## config.mk

```make
export PLATFORM = sky130hd
export DESIGN_NAME = dcacheRefill
export DESIGN_NICKNAME = d
export VERILOG_FILES = /design/src/hw/dcache_pkg.sv /design/src/hw/dcacheRefill.sv
export VERILOG_INCLUDE_DIRS = /design/src /design/src/hw
export SDC_FILE = /design/constraint.sdc
export NUM_CORES = 1
export LEC_CHECK = 0
export ABC_CLOCK_PERIOD_IN_PS = 6700
export BUFFER_PORTS_ARGS = -buffer_cell sky130_fd_sc_hd__buf_4
export CORE_MARGIN = 3
export CORE_UTILIZATION = 30
export DETAILED_ROUTE_END_ITERATION = 12
export GPL_TIMING_DRIVEN = 0
export PLACE_DENSITY = 0.56
export SYNTH_ARGS = -nofsm -noshare
export SYNTH_HDL_FRONTEND = slang
export SYNTH_SLANG_ARGS = --single-unit
```

## constraint.sdc

```tcl
create_clock -name clk -period 6.7 [get_ports clk]
set_input_delay 0.67 -clock clk [delete_from_list [all_inputs] [get_ports clk]]
set_output_delay 0.67 -clock clk [all_outputs]
set_load 0.05 [all_outputs]
```

## src/hw/dcache_params.svh

```systemverilog
`ifndef DCACHE_PARAMS_SVH
`define DCACHE_PARAMS_SVH

// address and word widths
`define DC_ADDR_W 32
`define DC_DATA_W 64
`define DC_MASK_W 8

// line geometry, two ways of 64 sets
`define DC_LINE_W 256
`define DC_SETS 64
`define DC_INDEX_W 6
`define DC_OFFSET_W 5
`define DC_WORD_SEL_W 2
`define DC_TAG_W 21

// words per refill burst
`define DC_BEATS 4

`endif

```

## src/hw/dcache_pkg.sv

```systemverilog
`default_nettype none

`include "dcache_params.svh"

package dcachePkg;

  typedef enum logic {
    LOAD  = 1'b0,
    STORE = 1'b1
  } memOp_e;

  typedef enum logic [2:0] {
    IDLE   = 3'd0,
    LOOKUP = 3'd1,
    WRBACK = 3'd2,
    RDREQ  = 3'd3,
    REFILL = 3'd4
  } cacheState_e;

  // tag | index | word in line | byte in word
  typedef struct packed {
    logic [`DC_TAG_W-1:0]                    tag;
    logic [`DC_INDEX_W-1:0]                  index;
    logic [`DC_WORD_SEL_W-1:0]               wordSel;
    logic [`DC_OFFSET_W-`DC_WORD_SEL_W-1:0]  byteOff;
  } dcAddr_t;

  typedef struct packed {
    memOp_e                 op;
    dcAddr_t                addr;
    logic [`DC_DATA_W-1:0]  wdata;
    logic [`DC_MASK_W-1:0]  wmask;
  } coreReq_t;

  typedef logic [`DC_LINE_W-1:0] lineData_t;

  // victim write-back, line-aligned address plus the whole line
  typedef struct packed {
    logic [`DC_ADDR_W-1:0]  addr;
    lineData_t              data;
  } wrBack_t;

endpackage

`default_nettype wire

```

## src/hw/dcacheRefill.sv

```systemverilog
`timescale 1ns/1ps
`default_nettype none

`include "dcache_params.svh"

module dcacheRefill import dcachePkg::*; (
  input  wire logic                   clk,
  input  wire logic                   rst_n,
  input  wire logic                   refillStart_i,
  input  wire logic                   beatValid_i,
  input  wire logic [`DC_DATA_W-1:0]  beatData_i,
  input  wire logic                   beatLast_i,
  output lineData_t                   line_o,
  output logic                        lineDone_o
);

  logic [$clog2(`DC_BEATS)-1:0] beatCnt;
  lineData_t                    lineBuf;

  always_ff @(posedge clk or negedge rst_n) begin
    if (!rst_n) begin
      beatCnt    <= '0;
      lineDone_o <= 1'b0;
    end else begin
      // one cycle after the last beat
      lineDone_o <= beatValid_i && beatLast_i;
      if (refillStart_i) begin
        beatCnt <= '0;
      end else if (beatValid_i) begin
        beatCnt <= beatCnt + 1'b1;
      end
    end
  end

  // lowest word arrives first
  always_ff @(posedge clk) begin
    if (beatValid_i) begin
      lineBuf[beatCnt*`DC_DATA_W +: `DC_DATA_W] <= beatData_i;
    end
  end

  assign line_o = lineBuf;

endmodule

`default_nettype wire

```

; ---- Yosys cells after proc, flatten, opt, wreduce, memory -nomap -nowiden
; Index checks and enable logic that the tools add are counted.
[totals]
ff_bits = 259
inputBits = 69
[classes]
n_addsub = 2
shift = 2
n_mux = 3
reduce_logical = 2
[op_table]
columns = operator, count
row1 = $bwmux 256, 1
row2 = $shift 64x34->256 const A, 1
row3 = $shiftx 64x34->256, 1
row4 = $neg 8->34, 1
row5 = $mux 2, 2
row6 = $add 2x1->2 const B, 1
row7 = $reduce_bool 2->1, 1
row8 = $logic_and 1x1->1, 1

; ---- Depth between registers and ports, before layout
[depth]
depth_word = 3
mapped_depth = 6
ltp_nobuf = 4

; ---- Worst setup path before layout
; No wires, ideal clock.
[synth_path]
path_kind = register to register
from = register beatCnt[0] (netlist name)
to = register lineBuf[0], in the netlist line_o[0], enable pin
setup_ns = 0.429
t_arrival_ns = 2.382
t_required_ns = 6.271
path_slack_ns = 3.889
stages_incl_launch_ff = 4
period_less_slack_ns = 2.811
path_cell_list = dfrtp_1 > inv_1 > ha_1 > and2_1
[synth_lines]
columns = item, line_no
row1 = "end signal, assigned by index", dcacheRefill.sv:38  ; lineBuf[beatCnt*`DC_DATA_W +: `DC_DATA_W] <= beatData_i;
row2 = "end, declared", dcacheRefill.sv:18  ; lineData_t lineBuf;

; ---- Final worst setup path
[layout_path]
from = register beatCnt[0]
to = register lineBuf[114], in the netlist line_o[114] (data pin)
[layout_via]
elab_chain_cells = 3
[layout_lines]
columns = item, line_no
row1 = "start, declared", dcacheRefill.sv:17  ; logic [$clog2(`DC_BEATS)-1:0] beatCnt;
row2 = "start signal, assigned", dcacheRefill.sv:30  ; beatCnt <= beatCnt + 1'b1;
row3 = $neg 8->34 (*), dcacheRefill.sv:38
row4 = $shiftx 64x34->256 / $shift 64x34->256 (equally long branches), dcacheRefill.sv:38
row5 = $bwmux 256 (*), dcacheRefill.sv:38
; Mark *: on every way between the ends. The rest lies on a longest branch, timed or not.
; A chain may end at the register's enable or synchronous reset.

==> flow_metrics.env <==
export IMPL_final_max_slew_violation_count=0
export IMPL_path_cells="inv_1 -> ha_1 -> nor2b_1 -> clkbuf_1 -> and3_1"
export IMPL_vdd_drop_max_mv=0.1865
export IMPL_num_vias=6291
export IMPL_worst_slew_pin_slew_ns=0.9399
export IMPL_p_leak_nw=5.750
export IMPL_gp_congestion=0.7470
export IMPL_final_cell_mix="buf_4 (328), edfxtp_1 (256), and2_1 (128), and3_1 (125), clkbuf_16 (28)"
export IMPL_endpoint_kind="flop"
export IMPL_p_seq_share_pct=44.6
export IMPL_max_clock_freq_mhz=395.7
export IMPL_drt_wirelength_per_cell_um=24.02
export IMPL_core_area_mm2=0.03188
export IMPL_drtAntennaViolNets=0
export IMPL_critPathMaxStageDelay_ns=0.75
export IMPL_critPathKind="flop to flop"
export IMPL_stdcell_count=1396
export IMPL_cts_max_level=1
export IMPL_antenna_found_initial=4
export IMPL_dieArea_mm2=0.03485
export IMPL_comb_power_share_pct=16.3
export IMPL_start_util_pct=30.72
export IMPL_tns_ns=0
export IMPL_place_inst=1342
export IMPL_syn2layout_area_growth_pct=41.68
export IMPL_clkTransAtPathRegs_ns=0.06
export IMPL_whs_ns=0.2908
export IMPL_p_sw_w=0.001157
export IMPL_min_period_ns=2.527
export IMPL_first_global_vias=6440
export IMPL_cap_violations=0
export IMPL_netlist_area_mm2=0.009793
export IMPL_status="finished clean"
export IMPL_drc=0
export IMPL_slowest_stage="clkbuf_1"
export IMPL_worstSetupStartpointType="flop"
export IMPL_clkSinkCount=259
export IMPL_dp_hpwl_um=22850
export IMPL_drtPass1Iterations=4
export IMPL_final_common_cell="buf_4"
export IMPL_finalCritPeriodShare_pct=37.71
export IMPL_grt_total_usage_pct=18.64
export IMPL_worst_ep_arrival_time_ns=2.93
export IMPL_vias_per_cell=4.506
export IMPL_power_density_mw_per_mm2=305.8
export IMPL_wl_um=33540
export IMPL_ys_seq_area_share_pct=79.26
export IMPL_avgSynthCellArea_um2=16.94
export IMPL_worstPathMaxFanout=10
export IMPL_cts_root_buf="clkbuf_16"
export IMPL_portBuffers=325
export IMPL_required_ns=7.10
export IMPL_worstSkewPairLatency_ns=0.55
export IMPL_p_int_w=0.003085
export IMPL_clock_skew_ns=0.01351
export IMPL_hp_class="input pin to flop"
export IMPL_synth_nets=652
export IMPL_rows=65
export IMPL_clkPwrFrac_pct=39.1
export IMPL_drive_above_1_share_pct=41.50
export IMPL_io_pins=326
export IMPL_path_delay_family="buffers and inverters"
export IMPL_nets=1012
export IMPL_die_y_um=186.7
export IMPL_cts_tree="built"
export IMPL_cts_buffer_depth=3
export IMPL_swShare_pct=27.28
export IMPL_drt_initial_drc_count=433
export IMPL_synth_seq_cells=259
export IMPL_cts_buffers=28
export IMPL_relSlewSlack_pct=37.34
export IMPL_overflow=0
export IMPL_synth_cell_type_count=18
export IMPL_hold_violations=0
export IMPL_synthCells=578
export IMPL_rsz0062_at_grt="no"
export IMPL_setup_viol=0
export IMPL_synth_warnings=0
export IMPL_grt_pass1_wl_um=47580
export IMPL_post_cts_setup_buffer_count=0
export IMPL_crit_buf_inv=2
export IMPL_die_w_um=186.7
export IMPL_grt_max_degree=41
-- final cells by class --
cell class | instances | area [µm²]
Multi-Input combinational cell | 277 | 1804
Inverter | 2 | 7.507
Antenna cell | 2 | 5.005
Tap cell | 435 | 544.3
Fill cell | 2925 | 18010
Buffer | 40 | 229.0
Clock buffer | 32 | 715.7
Clock inverter | 19 | 269.0
Timing Repair Buffer | 330 | 2537
Sequential cell | 259 | 7762
-- worst paths after layout --
check                              start  slack, ns  depth (start not counted)           to
max reg2reg                   beatCnt[0]       4.17                          5  line_o[114]
max                           beatCnt[0]       4.17                          5  line_o[114]
min reg2reg                   beatCnt[1]       0.60                          2   beatCnt[1]
max in group asynchronous          rst_n       6.14                          2   beatCnt[0]
min                        refillStart_i       0.29                          2   beatCnt[1]
min in group asynchronous          rst_n       0.46                          2   lineDone_o
-- per-stage QoR --
step	util, %	power, W	worst slack (ns)	instance area (µm²)
floorplan	-	0.002328	3.889	9793
global placement	40.08	0.002625	2.553	12780
detailed placement	40.38	0.002631	4.153	12870
CTS	43.50	0.004294	4.133	13870
global route	43.50	0.004385	4.011	13870
finish	43.52	0.004243	4.173	13870
-- metal layers --
metal	global-route usage, %	up-vias	part of all wire [%]	wire length, µm
met3	4.283	46	7.2	2404
met1	25.04	3103	43	14360
met4	4.769	0	2.8	954
li1	-	2854	-	-
met5	0	-	0	0
met2	30.71	288	47	15820
-- timing repair --
action	4_1_cts	5_1_grt
resized for setup	0	0
hold buffers	1	0
endpoints found under the hold margin	3	0
-- logic make-up (layout without fill, tap and decap cells) --
family | Yosys count | in the layout | synth area share [%]
and+or+nand+nor | 270 | 270 | 17.49
buffers and inverters | 42 | 423 | 2.415
muxes | 1 | 1 | 0.1022
adders and majority gates | 5 | 5 | 0.6388
xor gates and xnor gates | 1 | 1 | 0.08945
DFF | 259 | 259 | 79.26
other | 0 | 2 | 0
-- power by group through the flow --
stage                     clock (W)  combinational, W  sequential, W
final                       0.00166          0.000692        0.00189
after global routing        0.00176          0.000729        0.00190
after CTS                   0.00169          0.000706        0.00189
after detailed placement          0          0.000705        0.00193
after global placement            0          0.000690        0.00193
after floorplan                   0          0.000142        0.00219
-- registers in the layout, summed over array words and instances (netlist names) --
| signal | count |
|---|---|
| line_o | 256 |
| beatCnt | 2 |
| lineDone_o | 1 |
-- worst reg2reg max path: stages (launching register included) --
cell and delay [ns]:
dfrtp_1 0.53, inv_1 0.14, ha_1 0.37, nor2b_1 0.32
clkbuf_1 0.75, and3_1 0.28
-- Yosys cell counts, drive strengths merged --
| library cell | instances | area, µm² |
|---|---|---|
| dfrtp | 3 | 75.07 |
| clkbuf | 24 | 103.9 |
| xnor2 | 1 | 8.760 |
| inv | 2 | 7.510 |
| and3b | 4 | 35.03 |
| nor2b | 3 | 18.77 |
| and3 | 125 | 782.0 |
| nor4b | 1 | 23.77 |
| edfxtp | 256 | 7687 |
| nor2 | 4 | 15.01 |
| and4bb | 1 | 12.51 |
| buf | 16 | 125.1 |
| mux2i | 1 | 10.01 |
| ha | 5 | 62.56 |
| and2 | 132 | 825.8 |
Power figures use the tool's default switching activity.
