--- src/hw/dcache_params.svh ---
`ifndef DCACHE_PARAMS_SVH
`define DCACHE_PARAMS_SVH

// address and word widths
`define DC_ADDR_W 32
`define DC_DATA_W 64
`define DC_MASK_W 8

// line geometry, two ways of 64 sets
`define DC_LINE_W 256
`define DC_SETS 64
`define DC_INDEX_W 6
`define DC_OFFSET_W 5
`define DC_WORD_SEL_W 2
`define DC_TAG_W 21

// words per refill burst
`define DC_BEATS 4

`endif

--- src/hw/dcache_pkg.sv ---
`default_nettype none

`include "dcache_params.svh"

package dcachePkg;

  typedef enum logic {
    LOAD  = 1'b0,
    STORE = 1'b1
  } memOp_e;

  typedef enum logic [2:0] {
    IDLE   = 3'd0,
    LOOKUP = 3'd1,
    WRBACK = 3'd2,
    RDREQ  = 3'd3,
    REFILL = 3'd4
  } cacheState_e;

  // tag | index | word in line | byte in word
  typedef struct packed {
    logic [`DC_TAG_W-1:0]                    tag;
    logic [`DC_INDEX_W-1:0]                  index;
    logic [`DC_WORD_SEL_W-1:0]               wordSel;
    logic [`DC_OFFSET_W-`DC_WORD_SEL_W-1:0]  byteOff;
  } dcAddr_t;

  typedef struct packed {
    memOp_e                 op;
    dcAddr_t                addr;
    logic [`DC_DATA_W-1:0]  wdata;
    logic [`DC_MASK_W-1:0]  wmask;
  } coreReq_t;

  typedef logic [`DC_LINE_W-1:0] lineData_t;

  // victim write-back, line-aligned address plus the whole line
  typedef struct packed {
    logic [`DC_ADDR_W-1:0]  addr;
    lineData_t              data;
  } wrBack_t;

endpackage

`default_nettype wire

--- src/hw/dcacheCtrl.sv ---
`timescale 1ns/1ps
`default_nettype none

`include "dcache_params.svh"

module dcacheCtrl import dcachePkg::*; (
  input  wire logic                   clk,
  input  wire logic                   rst_n,
  input  wire logic                   reqValid_i,
  input  wire coreReq_t               req_i,
  input  wire logic                   rspReady_i,
  input  wire logic                   hit_i,
  input  wire logic                   hitWay_i,
  input  wire logic                   victimWay_i,
  input  wire logic                   victimDirty_i,
  input  wire logic [`DC_TAG_W-1:0]   victimTag_i,
  input  wire logic                   memRdReady_i,
  input  wire logic                   memWrReady_i,
  input  wire logic                   lineDone_i,
  output logic                        reqReady_o,
  output logic                        rspValid_o,
  output coreReq_t                    reqLatch_o,
  output logic                        storeWe_o,
  output logic                        refillWe_o,
  output logic                        wayWe_o,
  output logic                        refillStart_o,
  output logic                        memRdValid_o,
  output logic [`DC_ADDR_W-1:0]       memRdAddr_o,
  output logic                        memWrValid_o,
  output logic [`DC_ADDR_W-1:0]       memWrAddr_o
);

  cacheState_e state;
  cacheState_e nextState;
  coreReq_t    reqLatch;

  always_ff @(posedge clk or negedge rst_n) begin
    if (!rst_n) begin
      state <= IDLE;
    end else begin
      state <= nextState;
    end
  end

  // request is only taken in IDLE, so the latch holds for the whole miss
  always_ff @(posedge clk) begin
    if (reqValid_i && reqReady_o) begin
      reqLatch <= req_i;
    end
  end

  always_comb begin
    nextState = state;
    case (state)
      IDLE: begin
        if (reqValid_i) begin
          nextState = LOOKUP;
        end
      end
      LOOKUP: begin
        // stay here until the core takes the response
        if (hit_i) begin
          if (rspReady_i) begin
            nextState = IDLE;
          end
        end else if (victimDirty_i) begin
          nextState = WRBACK;
        end else begin
          nextState = RDREQ;
        end
      end
      WRBACK: begin
        if (memWrReady_i) begin
          nextState = RDREQ;
        end
      end
      RDREQ: begin
        if (memRdReady_i) begin
          nextState = REFILL;
        end
      end
      REFILL: begin
        // lookup again, it hits after the line write
        if (lineDone_i) begin
          nextState = LOOKUP;
        end
      end
      default: begin
        nextState = IDLE;
      end
    endcase
  end

  assign reqReady_o = (state == IDLE);
  assign rspValid_o = (state == LOOKUP) && hit_i;
  assign reqLatch_o = reqLatch;

  // store bytes land on the response handshake
  assign storeWe_o  = rspValid_o && rspReady_i && (reqLatch.op == STORE);
  assign refillWe_o = (state == REFILL) && lineDone_i;
  assign wayWe_o    = (state == LOOKUP) ? hitWay_i : victimWay_i;

  assign memRdValid_o  = (state == RDREQ);
  assign refillStart_o = memRdValid_o && memRdReady_i;
  assign memRdAddr_o   = {reqLatch.addr.tag, reqLatch.addr.index, {`DC_OFFSET_W{1'b0}}};

  // write-back goes to the victim's own tag
  assign memWrValid_o = (state == WRBACK);
  assign memWrAddr_o  = {victimTag_i, reqLatch.addr.index, {`DC_OFFSET_W{1'b0}}};

endmodule

`default_nettype wire

--- config.mk ---
export PLATFORM = sky130hd
export DESIGN_NAME = dcacheCtrl
export DESIGN_NICKNAME = d
export VERILOG_FILES = /design/src/hw/dcache_pkg.sv /design/src/hw/dcacheCtrl.sv
export VERILOG_INCLUDE_DIRS = /design/src /design/src/hw
export SDC_FILE = /design/constraint.sdc
export NUM_CORES = 1
export LEC_CHECK = 0
export BUFFER_PORTS_ARGS = -buffer_cell sky130_fd_sc_hd__buf_4
export CORE_AREA = 2 2 122 124
export CTS_BUF_LIST = sky130_fd_sc_hd__clkbuf_8
export DETAILED_ROUTE_END_ITERATION = 8
export DIE_AREA = 0 0 124 126
export PLACE_DENSITY = 0.59
export SLEW_MARGIN = 25
export SYNTH_ARGS = -nofsm -noshare
export SYNTH_HDL_FRONTEND = slang
export SYNTH_SLANG_ARGS = --single-unit
--- constraint.sdc ---
create_clock -name clk -period 4.4 [get_ports clk]
set_input_delay 0.22 -clock clk [delete_from_list [all_inputs] [get_ports clk]]
set_output_delay 0.22 -clock clk [all_outputs]
set_load 0.02 [all_outputs]
* Yosys cells after proc, flatten, opt, wreduce, memory -nomap -nowiden
Index checks and enable logic that the tools add are counted.
** Word-level totals
- Output and inout bits :: 177
- Bits in registers :: 108
- Word-level logic and storage cells :: 34
** Cells by class
- Multiplexer cells :: 9
- Reductions and logical operators :: 8
- Equal/unequal tests :: 9
** Operators by type and width (count)
- $mux 3 :: 6
- $pmux 3 s5 :: 1
- $ne 2x2->1 const B :: 4
- $eq 3x2->1 const B :: 2
- $logic_and 1x1->1 :: 6
- $reduce_and 5->1 :: 1
- $eq 3x1->1 const B :: 1
- $eq 3x3->1 const B :: 1
- $logic_not 3->1 :: 1
- $ne 3x3->1 const B :: 1
- $mux 1 :: 2

* Logic depth before layout (Yosys ltp)
- Depth after elaboration :: 4
- Mapped depth :: 4
- Gate-level depth less buffers :: 3

* Least setup slack after synthesis
OpenSTA, ideal clock, no wires.
- Path kind :: register to register
- From :: reg state[1]
- To :: reg reqLatch, in the netlist memRdAddr_o[10] (enable)
- Data required time :: 3.925 ns
- Arrival :: 3.640 ns
- Setup slack :: 0.284 ns
- Stages on the path, launching flop included :: 4
- Library setup time :: 0.475 ns
- Cell sequence :: dfrtp_1 buf_2 nor3_1 and2_1
** On the way
- Word-level cells in the longest chain between the ends :: 2
** RTL lines
- from (decl) :: RTL line dcacheCtrl.sv:33 : cacheState_e state;
- from (signal assigned) :: RTL line dcacheCtrl.sv:41 : state <= nextState;
- $logic_not 3->1 :: RTL line dcacheCtrl.sv:94 : assign reqReady_o = (state == IDLE);
- via reqReady_o :: RTL line dcacheCtrl.sv:20 : output logic reqReady_o,
- $logic_and 1x1->1 :: RTL line dcacheCtrl.sv:47 : if (reqValid_i && reqReady_o) begin
- to (signal assigned) :: RTL line dcacheCtrl.sv:48 : reqLatch <= req_i;
- to (decl) :: RTL line dcacheCtrl.sv:35 : coreReq_t reqLatch;
The timed path passes the listed nets, and every way through them passes these cells.
A chain may end at the register's enable or synchronous reset.

* Final worst setup path
- From :: reg state[1]
- To :: reg reqLatch, in the netlist reqLatch_o[35] (enable)
** On the way
- Word-level cells in the longest chain between the ends :: 2
** RTL lines (RTL line)
- $logic_not 3->1 :: dcacheCtrl.sv:94
- $logic_and 1x1->1 :: dcacheCtrl.sv:47
Every way passes these cells.

==> out/metrics.csv <==
metric,value,unit
hold_ws,0.0395,ns
DRC Markers,0,
"FFs w/ async S/R, synth",0.0278,
Worst EP arrival,2.46,ns
"Cell Count, Final, Fillers Out",711,
number of flops mapped to enable cells by yosys,105,
Worst Skew,0.0123,ns
Tot GR Track Use,0.141,
XOR/XNOR Fraction of Synth Area,0,
clock sink count,108,
area grow syn2layout,76.0,%
ANT cells,0,
largest family of logic cells by synthesized area,buffers and inverters,
Die W,124,um
min Tclk post-route,2.39,ns
GPL Wtd Cong,0.781,
Post-synth top cells,"105 x edfxtp_1, 64 x buf_4, 3 x and3_1, 3 x dfrtp_1",
Final nets,659,
multiplexer area fraction after synthesis,0.00799,
Synth Area in Compound Gates,0.0109,
Max Clk Rate,0.418,GHz
global route overflow,0,
fin util,0.481,
core area,0.0143,sq mm
# Post-CTS Setup Buffers,0,
first-pass GRT wire length,15800,um
H-tree lvl count,3,
CTS clock-pin slew for the worst setup and hold paths,0.10,ns
Adder-Cell Fraction of Synth Area,0,
via count,2809,
post-cts repair resize count,0,
initial antenna violation count,0,
# rows,44,
met3 Usage GRT,0.0421,
Port-buffer cells,261,
max-cap violation count,0,
Max Buffers Root-to-Sink,2,
top-area cell type share of the netlist area,0.806,
largest cells by area after synthesis,"edfxtp_1 81%, buf_4 12%, dfrtp_1 1.9%, buf_6 0.58%, mux2i_1 0.51%",
TritonCTS buffer count,9,
status,"finished, final reports clean",
Vias per Instance,3.95,
sum of negative setup slack,0,ns
largest net degree at the start of global routing,72,
Setup CP Type,flip-flop to flip-flop,
"area leader, netlist",edfxtp_1,
RSZ-0062 raised after global routing,no,
number of instances in the placed design,589,
Setup Viol. Count Final,0,
Post-Syn Area,0.00391,sq mm
Synth cell types,25,
Final period util,0.544,
Worst-Margin Slew,0.964,ns
drt wl/cell,15.9,um
Post-Syn Area per Cell,19.6,sq um
"Warnings, synthesis",0,
cell area power density,454,mW/mm^2
Antenna Violating Nets Remaining,0,
Initial Utilization,0.273,
CTS root buf,clkbuf_8,
worst min path class,input port to flip-flop,
TritonCTS clock tree,yes,
"Clk Latency, worst-skew pair",0.38,ns
Vert. Die Dim,126,um
sequential fraction of the synthesis area,0.825,
relative slew slack,0.358,
main flop type after synthesis,edfxtp_1,
DP HPWL,7950,um
# IOs,314,
most frequent cell after synthesis,edfxtp_1,
post-synthesis cell count,200,
Most Crowded Layer GR,met2,
peak supply drop,0.000415,V
Final Hold Vio Count,0,
Worst EP required,4.47,ns
Post-Synth Simple-Gate Area,0.0246,
met2 Usage GRT,0.255,
crit-path max FO,71,
DR pass1 iterations,4,
Initial DRC Count,107,
vias in the first global route,3005,
startpoint types,flip-flop,
number of synthesized register bits,108,
CP endpoint kind,flip-flop,
ratio of cells with drive above 1 in the final layout,0.535,
M1 GR Usage,0.141,
Leak,2.92,nW
Die Area,0.0156,sq mm
Final Max Tran Viols,0,
WL final,11300,um
stage by stage:
step / setup slack (ns) / power [mW] / cell area (sq um)
after detailed placement: 1.99 / 2.51 / 5650
after CTS: 1.97 / 3.19 / 6890
after global placement: 2.05 / 2.50 / 5650
after global routing: 1.83 / 3.29 / 6890
final: 2.01 / 3.13 / 6890
after floorplan: 0.284 / 2.12 / 3950
placed cells by master (no fill, tap or decap):
master and count:
a21oi_1 1, a311oi_1 1, a32oi_1 1, and2_1 1, and2_4 2, and3_1 3, buf_4 263, clkbuf_8 9
clkinv_4 1, clkinvlp_4 1, conb_1 10, dfrtp_1 3, dlygate4sd3_1 106, edfxtp_1 105, inv_1 2, inv_6 3
inv_8 1, mux2_2 1, mux2i_1 2, nand2_1 1, nand3b_1 1, nor2_1 2, nor2b_1 1, nor3_1 1
nor3b_1 1, nor3b_4 1, o21a_1 1, o21ai_0 1, o21bai_1 1
final timing paths:
kind                           start             end  slack (ns)  cells past startpoint
max reg2reg                 state[1]  reqLatch_o[35]        2.01                      3
max in group asynchronous      rst_n        state[0]        4.14                      2
max                         state[1]  reqLatch_o[35]        2.01                      3
min                        req_i[20]  reqLatch_o[20]        0.04                      1
min in group asynchronous      rst_n        state[2]        0.16                      2
min reg2reg                 state[0]        state[0]        0.67                      1
kinds of logic after synthesis:
logic type	count (synthesis)
mux	3
simple gates	14
other cells	1
flops	108
buf+inv	68
compound gates	6
metal layers:
layer  share of wire  up-vias  routed length [um]
li1                -     1297                   -
met2            0.54      173                6100
met1            0.35     1313                3920
met5               0        -                   0
met3           0.082       26                 927
met4           0.030        0                 335
where the power goes:
part	switching (mW)	leakage (nW)	internal, mW
clock network	0.360	0.0939	0.215
logic	0.594	1.82	0.466
registers	0.105	1.01	1.39
total	1.06	2.92	2.07
area by class of cell:
class,instances,area (sq um)
Clock buffer,9,124
Inverter,1,3.75
Clock inverter,7,57.6
Tap cell,184,230
Sequential cell,108,3230
Fill cell,1219,7420
Multi-Input combinational cell,33,210
Timing Repair Buffer,369,3040
registers in the layout, indices dropped and copies added, names as in the netlist:
name	count
memRdAddr_o	27
reqLatch_o	78
state	3
repair_timing:
item | in CTS | in global routing
setup endpoints to repair | 0 | 0
hold buffers | 106 | 0
hold endpoints to repair | 108 | 0
critical path, stage by stage, from the launching register on:
cell	delay (ns)
dfrtp_1	0.52
nor3_1	0.31
and2_4	0.81
buf_4	0.40
Note: power is estimated with default switching activity, not from simulation.
